==> src/logic/pcs_config.svh <==
`ifndef PCS_CONFIG_SVH
`define PCS_CONFIG_SVH

`define PCS_DATA_W		32
`define PCS_ADDR_W		3

`define PCS_ADDR_SCRATCH	3'd1
`define PCS_ADDR_WAKE_EN	3'd2
`define PCS_ADDR_CTL		3'd3
`define PCS_ADDR_STATUS		3'd4

`define PCS_WAKE_N		31	// lines numbered 1..31
`define PCS_WFI_WAKE_LSB	27	// lines 27..31 end a wfi
`define PCS_WAKE_EN_RESET	32'hffff_ffff

`define PCS_CLKON_CORE		0
`define PCS_CLKON_LM		12
`define PCS_CLKON_DC		13

`endif

==> src/logic/pcs_pkg.sv <==
`default_nettype none

`include "pcs_config.svh"

package pcs_pkg;

	typedef logic [`PCS_DATA_W-1:0] reg_data_t;
	typedef logic [`PCS_ADDR_W-1:0] reg_addr_t;
	typedef logic [`PCS_WAKE_N:1]   wake_vec_t;	// bit 0 does not exist
	typedef logic [4:0]             wake_idx_t;
	typedef logic [7:0]             ctl_t;		// [7:3] argument, [2:0] command
	typedef logic [7:0]             status_t;

	typedef enum logic [1:0] {
		MODE_ACTIVE_RUN  = 2'd0,
		MODE_RESET       = 2'd1,
		MODE_ACTIVE_WFI  = 2'd2,
		MODE_LIGHT_SLEEP = 2'd3
	} mode_t;

	typedef struct packed {
		logic      sel;
		logic      write;
		reg_addr_t addr;
		reg_data_t wdata;
	} bus_req_t;

	typedef struct packed {
		logic      any_raw;	// any synchronized line, mask ignored
		logic      any_masked;
		logic      wfi_hit;
		wake_idx_t first_idx;
	} wake_sum_t;

	typedef struct packed {
		logic core;
		logic lm;
		logic dc;
	} gate_t;	// set means gated

endpackage

`default_nettype wire

==> src/logic/pcs_sync.sv <==
`timescale 1ns/1ps
`default_nettype none

module pcs_sync #(
	parameter int WIDTH = 1
) (
	input  logic             pclk,
	input  logic             presetn,
	input  logic [WIDTH-1:0] async_in,
	output logic [WIDTH-1:0] sync_out
);

	logic [WIDTH-1:0] meta_q;

	always_ff @(posedge pclk or negedge presetn) begin
		if (!presetn) begin
			meta_q   <= '0;
			sync_out <= '0;
		end else begin
			meta_q   <= async_in;	// first stage may go metastable
			sync_out <= meta_q;
		end
	end

endmodule

`default_nettype wire

==> src/logic/pcs_wakeup.sv <==
`timescale 1ns/1ps
`default_nettype none

`include "pcs_config.svh"

module pcs_wakeup import pcs_pkg::*; (
	input  logic      pclk,
	input  logic      presetn,
	input  wake_vec_t wakeup_event,
	input  wake_vec_t wake_en,
	output wake_sum_t wake_sum,
	output logic      raw_any
);

	wake_vec_t ev_sync;
	wake_vec_t ev_masked;

	pcs_sync #(
		.WIDTH    (`PCS_WAKE_N)
	) u_ev_sync (
		.pclk     (pclk),
		.presetn  (presetn),
		.async_in (wakeup_event),
		.sync_out (ev_sync)
	);

	assign ev_masked = ev_sync & wake_en;

	// unsynchronized, keeps clocks requested while an event is still on its way in
	assign raw_any = |(wakeup_event & wake_en);

	//////////////////////////////
	// summary for the sequencer
	//////////////////////////////

	always_comb begin
		wake_sum.any_raw    = |ev_sync;
		wake_sum.any_masked = |ev_masked;
		wake_sum.wfi_hit    = |ev_sync[`PCS_WAKE_N:`PCS_WFI_WAKE_LSB];	// mask not applied
		wake_sum.first_idx  = '0;
		for (int i = `PCS_WAKE_N; i >= 1; i--) begin	// lowest index wins
			if (ev_masked[i]) begin
				wake_sum.first_idx = wake_idx_t'(i);
			end
		end
	end

endmodule

`default_nettype wire

==> src/logic/pcs_clk_handshake.sv <==
`timescale 1ns/1ps
`default_nettype none

`include "pcs_config.svh"

module pcs_clk_handshake import pcs_pkg::*; (
	input  logic      pclk,
	input  logic      presetn,
	input  mode_t     mode,
	input  mode_t     target,
	input  logic      standby_ok_s,
	input  logic      wfi_hit,
	input  logic      raw_any,
	input  logic      frq_scale_ack,
	output logic      frq_scale_req,
	output reg_data_t frq_clkon,
	output gate_t     gated
);

	logic  ack_s;
	logic  sleep_off;
	gate_t off_nx;	// domains to gate on the next exchange
	gate_t off_q;

	pcs_sync #(
		.WIDTH    (1)
	) u_ack_sync (
		.pclk     (pclk),
		.presetn  (presetn),
		.async_in (frq_scale_ack),
		.sync_out (ack_s)
	);

	assign sleep_off = (mode == MODE_LIGHT_SLEEP) && (target != MODE_ACTIVE_RUN);

	always_comb begin
		off_nx.core = sleep_off || ((mode == MODE_ACTIVE_WFI) && !wfi_hit && standby_ok_s);
		off_nx.lm   = sleep_off;
		off_nx.dc   = sleep_off;
	end

	//////////////////////////////
	// four-phase exchange
	//////////////////////////////

	always_ff @(posedge pclk or negedge presetn) begin
		if (!presetn) begin
			frq_scale_req <= 1'b0;
			off_q         <= '1;
			gated         <= '1;
		end else begin
			frq_scale_req <= !ack_s;	// rise on low ack, fall on high ack
			if (!frq_scale_req && !ack_s) begin
				off_q <= off_nx;	// choices only move in the idle phase
			end
			if (ack_s) begin
				gated <= off_q;
			end
		end
	end

	always_comb begin
		frq_clkon                  = '0;
		frq_clkon[`PCS_CLKON_CORE] = !off_nx.core || raw_any;
		frq_clkon[`PCS_CLKON_LM]   = !off_nx.lm || raw_any;
		frq_clkon[`PCS_CLKON_DC]   = !off_nx.dc || raw_any;
	end

endmodule

`default_nettype wire

==> src/logic/pcs_mode_seq.sv <==
`timescale 1ns/1ps
`default_nettype none

`include "pcs_config.svh"

module pcs_mode_seq import pcs_pkg::*; (
	input  logic      pclk,
	input  logic      presetn,
	input  bus_req_t  bus,
	input  wake_sum_t wake_sum,
	input  gate_t     gated,
	input  logic      standby_ok,
	output mode_t     mode,
	output mode_t     target,
	output logic      standby_ok_s,
	output ctl_t      ctl,
	output reg_data_t status,
	output logic      wakeup,
	output logic      resetn
);

	logic       ctl_ok;
	logic       ctl_we;
	mode_t      mode_nx;
	logic [4:0] rst_cnt;
	logic       cnt_match;
	logic       core_rst;
	logic       all_on;
	logic       wait_st;
	logic       busy;
	wake_idx_t  wake_vec;
	status_t    code;

	pcs_sync #(
		.WIDTH    (1)
	) u_stby_sync (
		.pclk     (pclk),
		.presetn  (presetn),
		.async_in (standby_ok),
		.sync_out (standby_ok_s)
	);

	//////////////////////////////
	// control register
	//////////////////////////////

	always_comb begin
		casez (bus.wdata[7:0])
			8'b00001_000: ctl_ok = (mode == MODE_ACTIVE_WFI) || (mode == MODE_LIGHT_SLEEP);
			8'b?????_001,
			8'b00000_011: ctl_ok = (mode == MODE_ACTIVE_RUN);
			default:      ctl_ok = 1'b0;	// deep sleep lands here too
		endcase
	end

	assign ctl_we = bus.sel && bus.write && (bus.addr == `PCS_ADDR_CTL) && ctl_ok;

	always_ff @(posedge pclk or negedge presetn) begin
		if (!presetn) begin
			ctl <= '0;
		end else if (ctl_we) begin
			ctl <= bus.wdata[7:0];
		end else if ((wake_sum.any_masked && (mode == MODE_LIGHT_SLEEP)) ||
			     (wake_sum.wfi_hit && (mode == MODE_ACTIVE_WFI)) || cnt_match) begin
			ctl <= '0;
		end
	end

	always_comb begin
		casez (ctl)
			8'b?????_001: target = MODE_RESET;
			8'b00000_011: target = MODE_LIGHT_SLEEP;
			default:      target = MODE_ACTIVE_RUN;
		endcase
	end

	assign wakeup = (ctl == 8'b00001_000);

	//////////////////////////////
	// mode FSM
	//////////////////////////////

	assign all_on = (gated == 3'b000);

	always_comb begin
		mode_nx = mode;
		case (mode)
			MODE_ACTIVE_RUN: begin
				if (standby_ok_s) begin	// core has parked
					if (target == MODE_RESET) begin
						mode_nx = MODE_RESET;
					end else if ((target == MODE_LIGHT_SLEEP) && !wake_sum.any_masked) begin
						mode_nx = MODE_LIGHT_SLEEP;
					end else if (!wake_sum.wfi_hit) begin
						mode_nx = MODE_ACTIVE_WFI;
					end
				end
			end
			MODE_RESET: begin
				if ((target == MODE_ACTIVE_RUN) && !standby_ok_s) begin
					mode_nx = MODE_ACTIVE_RUN;
				end
			end
			MODE_ACTIVE_WFI: begin
				if (wake_sum.wfi_hit || !standby_ok_s) begin
					mode_nx = MODE_ACTIVE_RUN;
				end
			end
			MODE_LIGHT_SLEEP: begin
				if ((target == MODE_ACTIVE_RUN) && (wake_sum.any_masked || all_on)) begin
					mode_nx = MODE_ACTIVE_RUN;
				end
			end
			default: mode_nx = MODE_ACTIVE_RUN;
		endcase
	end

	always_ff @(posedge pclk or negedge presetn) begin
		if (!presetn) begin
			mode     <= MODE_ACTIVE_RUN;
			rst_cnt  <= '0;
			core_rst <= 1'b1;
			wake_vec <= '0;
		end else begin
			mode    <= mode_nx;
			rst_cnt <= ((mode == MODE_RESET) && !cnt_match) ? rst_cnt + 5'd1 : 5'd0;
			if (mode == MODE_RESET) begin
				core_rst <= 1'b1;
			end else if ((mode == MODE_ACTIVE_RUN) && all_on) begin
				core_rst <= 1'b0;	// release once every clock is back
			end
			if (mode == MODE_LIGHT_SLEEP) begin
				wake_vec <= wake_sum.first_idx;
			end
		end
	end

	assign cnt_match = (rst_cnt == ctl[7:3]) && (mode == MODE_RESET);
	assign resetn    = !core_rst && (mode != MODE_RESET);

	//////////////////////////////
	// status
	//////////////////////////////

	assign wait_st = (mode == MODE_ACTIVE_RUN) &&
			 ((target == MODE_RESET) || (target == MODE_LIGHT_SLEEP));
	assign busy    = ((mode == MODE_RESET) && !cnt_match) ||
			 ((mode == MODE_LIGHT_SLEEP) && (gated != 3'b111));

	always_comb begin
		if (wait_st) begin
			code = (target == MODE_RESET) ? 8'b00000_011 : 8'b00010_011;
		end else begin
			case (mode)
				MODE_RESET:       code = busy ? 8'b10000_011 : 8'b00100_001;
				MODE_LIGHT_SLEEP: code = busy ? 8'b10010_011 : 8'b00000_010;
				default:          code = {wake_vec, 3'b000};	// run and wfi
			endcase
		end
		status     = '0;
		status[7:0] = code;
		status[30] = wake_sum.any_masked;
		status[31] = wake_sum.any_raw;
	end

endmodule

`default_nettype wire

==> src/logic/pcs_regs.sv <==
`timescale 1ns/1ps
`default_nettype none

`include "pcs_config.svh"

module pcs_regs import pcs_pkg::*; (
	input  logic      pclk,
	input  logic      presetn,
	input  bus_req_t  bus,
	input  ctl_t      ctl,
	input  reg_data_t status,
	output wake_vec_t wake_en,
	output reg_data_t rdata
);

	logic      wr;
	reg_data_t scratch_q;
	reg_data_t wake_en_q;

	assign wr = bus.sel && bus.write;

	always_ff @(posedge pclk or negedge presetn) begin
		if (!presetn) begin
			scratch_q <= '0;
		end else if (wr && (bus.addr == `PCS_ADDR_SCRATCH)) begin
			scratch_q <= bus.wdata;
		end
	end

	always_ff @(posedge pclk or negedge presetn) begin
		if (!presetn) begin
			wake_en_q <= `PCS_WAKE_EN_RESET;	// every line may wake by default
		end else if (wr && (bus.addr == `PCS_ADDR_WAKE_EN)) begin
			wake_en_q <= bus.wdata;
		end
	end

	assign wake_en = wake_en_q[`PCS_WAKE_N:1];	// bit 0 stored, no line behind it

	always_comb begin
		rdata = '0;
		if (bus.sel) begin
			case (bus.addr)
				`PCS_ADDR_SCRATCH: rdata = scratch_q;
				`PCS_ADDR_WAKE_EN: rdata = wake_en_q;
				`PCS_ADDR_CTL:     rdata = {24'b0, ctl};
				`PCS_ADDR_STATUS:  rdata = status;
				default:           rdata = '0;
			endcase
		end
	end

endmodule

`default_nettype wire

==> src/logic/pcs_top.sv <==
`timescale 1ns/1ps
`default_nettype none

module pcs_top import pcs_pkg::*; (
	input  logic      pclk,
	input  logic      presetn,
	input  bus_req_t  bus,
	input  wake_vec_t wakeup_event,
	input  logic      standby_ok,
	input  logic      frq_scale_ack,
	output reg_data_t rdata,
	output logic      wakeup,
	output logic      frq_scale_req,
	output reg_data_t frq_clkon,
	output logic      resetn
);

	wake_vec_t wake_en;
	wake_sum_t wake_sum;
	logic      raw_any;
	mode_t     mode;
	mode_t     target;
	logic      standby_ok_s;
	ctl_t      ctl;
	reg_data_t status;
	gate_t     gated;

	pcs_regs u_regs (
		.pclk    (pclk),
		.presetn (presetn),
		.bus     (bus),
		.ctl     (ctl),
		.status  (status),
		.wake_en (wake_en),
		.rdata   (rdata)
	);

	pcs_wakeup u_wakeup (
		.pclk         (pclk),
		.presetn      (presetn),
		.wakeup_event (wakeup_event),
		.wake_en      (wake_en),
		.wake_sum     (wake_sum),
		.raw_any      (raw_any)
	);

	pcs_clk_handshake u_clk_hs (
		.pclk          (pclk),
		.presetn       (presetn),
		.mode          (mode),
		.target        (target),
		.standby_ok_s  (standby_ok_s),
		.wfi_hit       (wake_sum.wfi_hit),
		.raw_any       (raw_any),
		.frq_scale_ack (frq_scale_ack),
		.frq_scale_req (frq_scale_req),
		.frq_clkon     (frq_clkon),
		.gated         (gated)
	);

	pcs_mode_seq u_mode_seq (
		.pclk         (pclk),
		.presetn      (presetn),
		.bus          (bus),
		.wake_sum     (wake_sum),
		.gated        (gated),
		.standby_ok   (standby_ok),
		.mode         (mode),
		.target       (target),
		.standby_ok_s (standby_ok_s),
		.ctl          (ctl),
		.status       (status),
		.wakeup       (wakeup),
		.resetn       (resetn)
	);

endmodule

`default_nettype wire

==> config.mk <==
export PLATFORM = sky130hd
export DESIGN_NAME = pcs_top
export DESIGN_NICKNAME = d
export VERILOG_FILES = /design/src/logic/pcs_pkg.sv /design/src/logic/pcs_sync.sv /design/src/logic/pcs_wakeup.sv /design/src/logic/pcs_clk_handshake.sv /design/src/logic/pcs_mode_seq.sv /design/src/logic/pcs_regs.sv /design/src/logic/pcs_top.sv
export VERILOG_INCLUDE_DIRS = /design/src /design/src/logic
export SDC_FILE = /design/constraint.sdc
export NUM_CORES = 1
export LEC_CHECK = 0
export BUFFER_PORTS_ARGS = -buffer_cell sky130_fd_sc_hd__buf_2
export CAP_MARGIN = 15
export CORE_UTILIZATION = 55
export CTS_CLUSTER_DIAMETER = 30
export CTS_CLUSTER_SIZE = 16
export DETAILED_ROUTE_END_ITERATION = 8
export PLACE_DENSITY_LB_ADDON = 0.3
export SLEW_MARGIN = 30
export SYNTH_ARGS = -nofsm -noshare
export SYNTH_HDL_FRONTEND = slang
export SYNTH_SLANG_ARGS = --single-unit
==> constraint.sdc <==
create_clock -name pclk -period 2.5 [get_ports pclk]
set_clock_uncertainty 0.2 [all_clocks]
set_input_delay 0.125 -clock pclk [delete_from_list [all_inputs] [get_ports pclk]]
set_output_delay 0.125 -clock pclk [all_outputs]
set_load 0.005 [all_outputs]
; ---- Yosys cells after proc, flatten, opt, wreduce, memory -nomap -nowiden
; Cells that the tools add are included.
[totals]
reg_bits = 156
inputBits = 72
output_inout_bits = 67
word_cells = 148
[op_classes]
n_addsub = 1
eq_ne = 23
n_mux = 53
bitwise_logic = 2
reduce_logical = 51
[op_table]
columns = op, count
row1 = $mux 5, 33
row2 = $pmux 32 s4, 1
row3 = $reduce_or 31->1, 3
row4 = $and 31x31->31, 2
row5 = $mux 8, 5
row6 = $mux 32, 1
row7 = $logic_and 1x1->1, 20
row8 = $eq 8x2->1 const B, 2
row9 = $eq 8x4->1 const B, 2
row10 = $pmux 8 s2, 1
row11 = $mux 2, 7
row12 = $logic_or 1x1->1, 10
row13 = $eq 3x1->1 const B, 3
row14 = $logic_not 1->1, 9
row15 = $ne 2x1->1 const B, 4
row16 = $pmux 2 s4, 1
row17 = $eq 2x2->1 const B, 3
row18 = $eq 3x2->1 const B, 2
row19 = $reduce_bool 2->1, 3
row20 = $add 5x1->5 const B, 1
row21 = $eq 5x5->1, 1
row22 = $reduce_and 5->1, 1
row23 = $reduce_or 5->1, 1
row24 = $eq 2x1->1 const B, 2
row25 = 10 further kinds, 12

; ---- Logic depth before layout (Yosys ltp)
[logic_depth]
depth_word = 32
mapped_depth = 8
depth_no_buf = 6

; ---- Cells and area by module
; From an unflattened synthesis, not the netlist that was laid out.
[unflattened]
cells_unflattened = 697
hier_area_um2 = 7910.1
[by_module_without_submodules]
columns = mod, instances, cells_each, area_each_um2, seq_area_each_um2
row1 = pcs_regs, 1, 315, 3621.0, 1641.6
row2 = pcs_sync (u_wakeup.u_ev_sync), 1, 62, 1551.5, 1551.5
row3 = pcs_mode_seq, 1, 150, 1436.4, 526.8
row4 = pcs_wakeup, 1, 115, 737.0, 0.0
row5 = pcs_clk_handshake, 1, 51, 464.2, 130.1
row6 = pcs_sync (u_clk_hs.u_ack_sync ...), 2, 2, 50.0, 50.0

; ---- Worst setup path after synthesis
; No wires, ideal clock.
[synth_path]
path_kind = register -> register
start = reg u_mode_seq.ctl[7]
end = reg u_mode_seq.mode[0]
setup_ps = 125
arrival_time_ps = 1888
slack_ps = 287
path_stages_with_launch = 7
path_buffers = 0
period_less_slack_ps = 2213
cell_sequence = dfrtp_1 > or4_4 > or2_4 > a21oi_4 > a21oi_2 > o31ai_1 > mux2_4
[synth_between]
elab_chain_len = 8
elab_cells_between_ends = 16
classes_between = 6 x eq/ne / 5 x mux / 5 x reduce/logical
[synth_rtl]
columns = item, line
row1 = from (decl), pcs_mode_seq.sv:16  ; output ctl_t ctl,
row2 = from (signal assigned), pcs_mode_seq.sv:62  ; ctl <= bus.wdata[7:0];
row3 = $eq 8x2->1 *, pcs_mode_seq.sv:70  ; casez (ctl)
row4 = $pmux 2 s2 *, pcs_mode_seq.sv:70
row5 = $eq 2x2->1, pcs_mode_seq.sv:92  ; end else if ((target == MODE_LIGHT_SLEEP) && !wake_sum.any_masked) begin
row6 = $logic_and 1x1->1, pcs_mode_seq.sv:92
row7 = $mux 2, pcs_mode_seq.sv:92
row8 = $mux 2, pcs_mode_seq.sv:90  ; if (target == MODE_RESET) begin
row9 = $mux 2, pcs_mode_seq.sv:89  ; if (standby_ok_s) begin
row10 = $pmux 2 s4, pcs_mode_seq.sv:87  ; case (mode)
row11 = to (signal assigned), pcs_mode_seq.sv:125  ; mode <= mode_nx;
row12 = to (decl), pcs_mode_seq.sv:13  ; output mode_t mode,
; Every way passes the cells marked *; elsewhere a longest branch is shown, timed or not. The select of a mux whose other input is x is not followed.
; A chain may end at the register's enable or synchronous reset.

; ---- Final worst setup path
[layout_path]
start = reg u_mode_seq.ctl[7]
end = out rdata[0]
[layout_between]
elab_chain_len = 10
elab_cells_between_ends = 16
classes_between = 4 x eq/ne / 6 x mux / 6 x reduce/logical
[layout_rtl]
columns = item, line
row1 = $eq 5x5->1, pcs_mode_seq.sv:138  ; assign cnt_match = (rst_cnt == ctl[7:3]) && (mode == MODE_RESET);
row2 = $logic_and 1x1->1, pcs_mode_seq.sv:138
row3 = $logic_not 1->1, pcs_mode_seq.sv:147  ; assign busy = ((mode == MODE_RESET) && !cnt_match) ||
row4 = $logic_and 1x1->1, pcs_mode_seq.sv:147
row5 = $logic_or 1x1->1, pcs_mode_seq.sv:147
row6 = $mux 8, pcs_mode_seq.sv:156  ; MODE_LIGHT_SLEEP: code = busy ? 8'b10010_011 : 8'b00000_010;
row7 = $pmux 8 s2, pcs_mode_seq.sv:154  ; case (mode)
row8 = $mux 8 *, pcs_mode_seq.sv:151  ; if (wait_st) begin
row9 = $pmux 32 s4 *, pcs_regs.sv:43  ; case (bus.addr)
row10 = $mux 32 *, pcs_regs.sv:42  ; if (bus.sel) begin
row11 = to (decl), pcs_top.sv:11  ; output reg_data_t rdata,
; Every way passes the cells marked *; elsewhere a longest branch is shown, timed or not.

==> metrics.txt <==
post-synth top area cell dfrtp_1; DIE WIDTH roughly 120 um; final wirelength 20.28 mm; pin count of the biggest net entering global routing 67; maxcap violations 0; CP max stage delay 0.54 ns; crit path setup slack, layout -0.1574 ns; CP startpoint kind flip-flop; Num Clock Sinks roughly 160; Placer Congestion 0.9723; Ant. Diodes 0; full die area roughly 13000 um2; DP Wirelength 13.29 mm; initial antenna violation count 0; dpl cells 892; Avg Vias per Cell 5.788; Worst EP arrival 2.33 ns; Post-Syn Area 7102 um2; Tmin final 2.657 ns; DRC viols 0; CTS Buffer Depth 2; reg2reg path depth 9; Top FF cell, synth dfrtp_1; CTS root buffer clkbuf_16; Setup crit end kind primary output; crit path launch u_mode_seq.ctl[7]$_DFFE_PN0P_; final period utilization 1.063; Relative slew margins 0.6064; clock slew at reported path FFs 0.06 ns; critical path class reg -> out; most frequent cell after synthesis dfrtp_1; worst-margin pin slew between 0.5 and 0.6 ns; Worst Path Max Fanout 3; Max VDD drop 0.5207 mV; Worst Hold Class in -> async; Power Total 7.182 mW; grt total ovfl 0; TritonCTS clock tree done; Fill cells about 860; Core Region around 13000 um2; Top-Level Pins between 100 and 150; synthesized area per cell 11.59 um2; Ys Warns 0; Req. time, crit path 2.17 ns; worst hold slack between 0.05 and 0.06 ns; largest cells by area after synthesis dfrtp_1, dfstp_2, mux2_2; failing checks setup timing; Lkg Pwr 4.178 nW; Critical Path, Cell by Cell or4_4 > or2_4 > a21oi_4 > buf_6 > o211ai_1 > a21oi_1 > buf_2; 1st-iter DRT viols 406; status finished with violations; clock buffer count from CTS 17; ANT nets after route 0; RSZ-0062 raised after global routing true; Final #Nets 892; DR pass1 iterations 5; H-tree Lvls 4; Non-Filler Instances ~1000; first-pass GRT wire length 31.57 mm; sequential fraction of the synthesis area 0.5562; library cells used by synthesis 60; Final Util 0.7398; Post-synth EDFFs 0; worst slack, placed -0.06236 ns; Skew-Pair Late Insertion Delay about 0.43 ns; placed cell area slightly below 8000 um2; Initial Utilization 0.5628; Via Count 5805; post-synthesis register bit count 156; buffers added on ports 109; die height around 120 um; Slew Viols, Final 0; fmax 376.3 MHz; Layout area overhead 31.47%; share of layout cells above drive strength 1 0.3887; fin area a little over 9000 um2; number of global-route vias before repair between 5000 and 6000; PD cells 769.3 nW/um2; final setup fails 10; Post-synth ARST share 1.000; drt wl/cell 20.21 um; Fin Setup TNS -1.120 ns; Yosys top cell area share 0.4193; slowest CP cell or4_4; post-synthesis cell count 613; synth cell count leaders dfrtp_1, mux2_2, nand2_1; num rows 41; Crit Reg-Reg Startpoint u_mode_seq.ctl[7]$_DFFE_PN0P_; Fin. Hold Viols 0; Tot GR Track Use 0.3216
[cells by family after synthesis]
kind of cell             share of synthesized area
AO/OA/AOI/OAI                               0.1381
XOR/XNOR                                   0.01110
adder cells (fa/ha/maj)                   0.001762
buffers and inverters                      0.05215
flip-flops                                  0.5562
multiplexers                                0.1210
other                                    0.0005280
AND/OR/NAND/NOR                             0.1191
[sequential cells by signal, indices dropped and copies added (netlist names)]
register,count
u_clk_hs.gated,2
u_wakeup.u_ev_sync.sync_out,31
u_clk_hs.off_q,2
u_mode_seq.u_stby_sync.meta_q,1
u_wakeup.u_ev_sync.meta_q,31
u_regs.wake_en_q,32
u_mode_seq.u_stby_sync.sync_out,1
u_clk_hs.u_ack_sync.meta_q,1
u_mode_seq.rst_cnt,5
u_mode_seq.wake_vec,5
u_regs.scratch_q,32
u_mode_seq.core_rst,1
u_clk_hs.frq_scale_req,1
u_mode_seq.ctl,8
u_mode_seq.mode,2
u_clk_hs.u_ack_sync.sync_out,1
[area by class of cell]
type	count	area [um2]	share of cell area
clock buffers	21	460.4	0.04932
clock inverters	10	138.9	0.01488
inverters	7	28.78	0.003082
multi-input cells	425	3029	0.3244
flip-flops and latches	156	3950	0.4231
well taps	172	215.2	0.02305
repair buffers	212	1514	0.1622
[power breakdown]
| part | internal (mW) | switching, mW |
|---|---|---|
| sequential | 2.94 | 0.340 |
| combinational | 0.654 | 0.621 |
| clock | 1.62 | 1.01 |
| total | 5.21 | 1.97 |
[placed cells by master, fill, tap and decap left out, types with 4 or more instances in the layout]
cell type	netlist	routed
dfrtp_1	119	119
buf_2	8	108
mux2_2	75	75
dlygate4sd3_1	0	66
nand2_1	62	61
nor2_1	55	53
a22oi_1	44	44
dfstp_2	37	37
buf_4	34	33
conb_1	1	29
nand3_1	19	17
clkbuf_16	0	17
o21ai_0	16	14
a22o_1	14	11
a21oi_1	14	11
nor4_1	9	8
xor2_1	6	6
inv_1	7	6
a31oi_1	6	6
o21ai_1	6	6
nor3_1	7	5
a22o_4	1	4
a222oi_1	4	4
buf_6	1	4
[layer usage]
layer	up-vias	global-route usage	part of all wire
met4	0	0.1504	0.040
met5	-	0	0
met1	2894	0.3970	0.39
li1	2593	-	-
met2	256	0.5521	0.51
met3	62	0.05753	0.058
[critical path: cells and delay by family (launching register included)]
family	cells	cell delay, ns
flip-flops	1	0.38
AND/OR/NAND/NOR	2	0.81
buffers and inverters	2	0.27
AO/OA/AOI/OAI	3	0.46
[worst paths after layout]
kind	endpoint	slack, ns
setup / recovery	rdata[0]	-0.16
hold / removal	u_regs.scratch_q[6]$_DFFE_PN0P_	0.06
setup reg to reg	u_mode_seq.mode[0]$_DFFE_PN0P_	0.01
hold reg to reg	u_wakeup.u_ev_sync.sync_out[3]$_DFF_PN0_	0.15
max in group asynchronous	u_regs.wake_en_q[24]$_DFFE_PN1P_	1.21
min in group pclk	u_clk_hs.u_ack_sync.meta_q$_DFF_PN0_	0.15
[timing repair]
| item | 4_1_cts | 5_1_grt |
|---|---|---|
| pin swaps | 10 | 14 |
| hold buffers | 66 | 0 |
| endpoints found under the setup margin | 14 | 13 |
| hold endpoints to repair | 198 | 0 |
| gates resized for setup | 17 | 16 |
| setup buffers | 11 | 6 |
No activity file was read; power rests on OpenSTA's default activity.
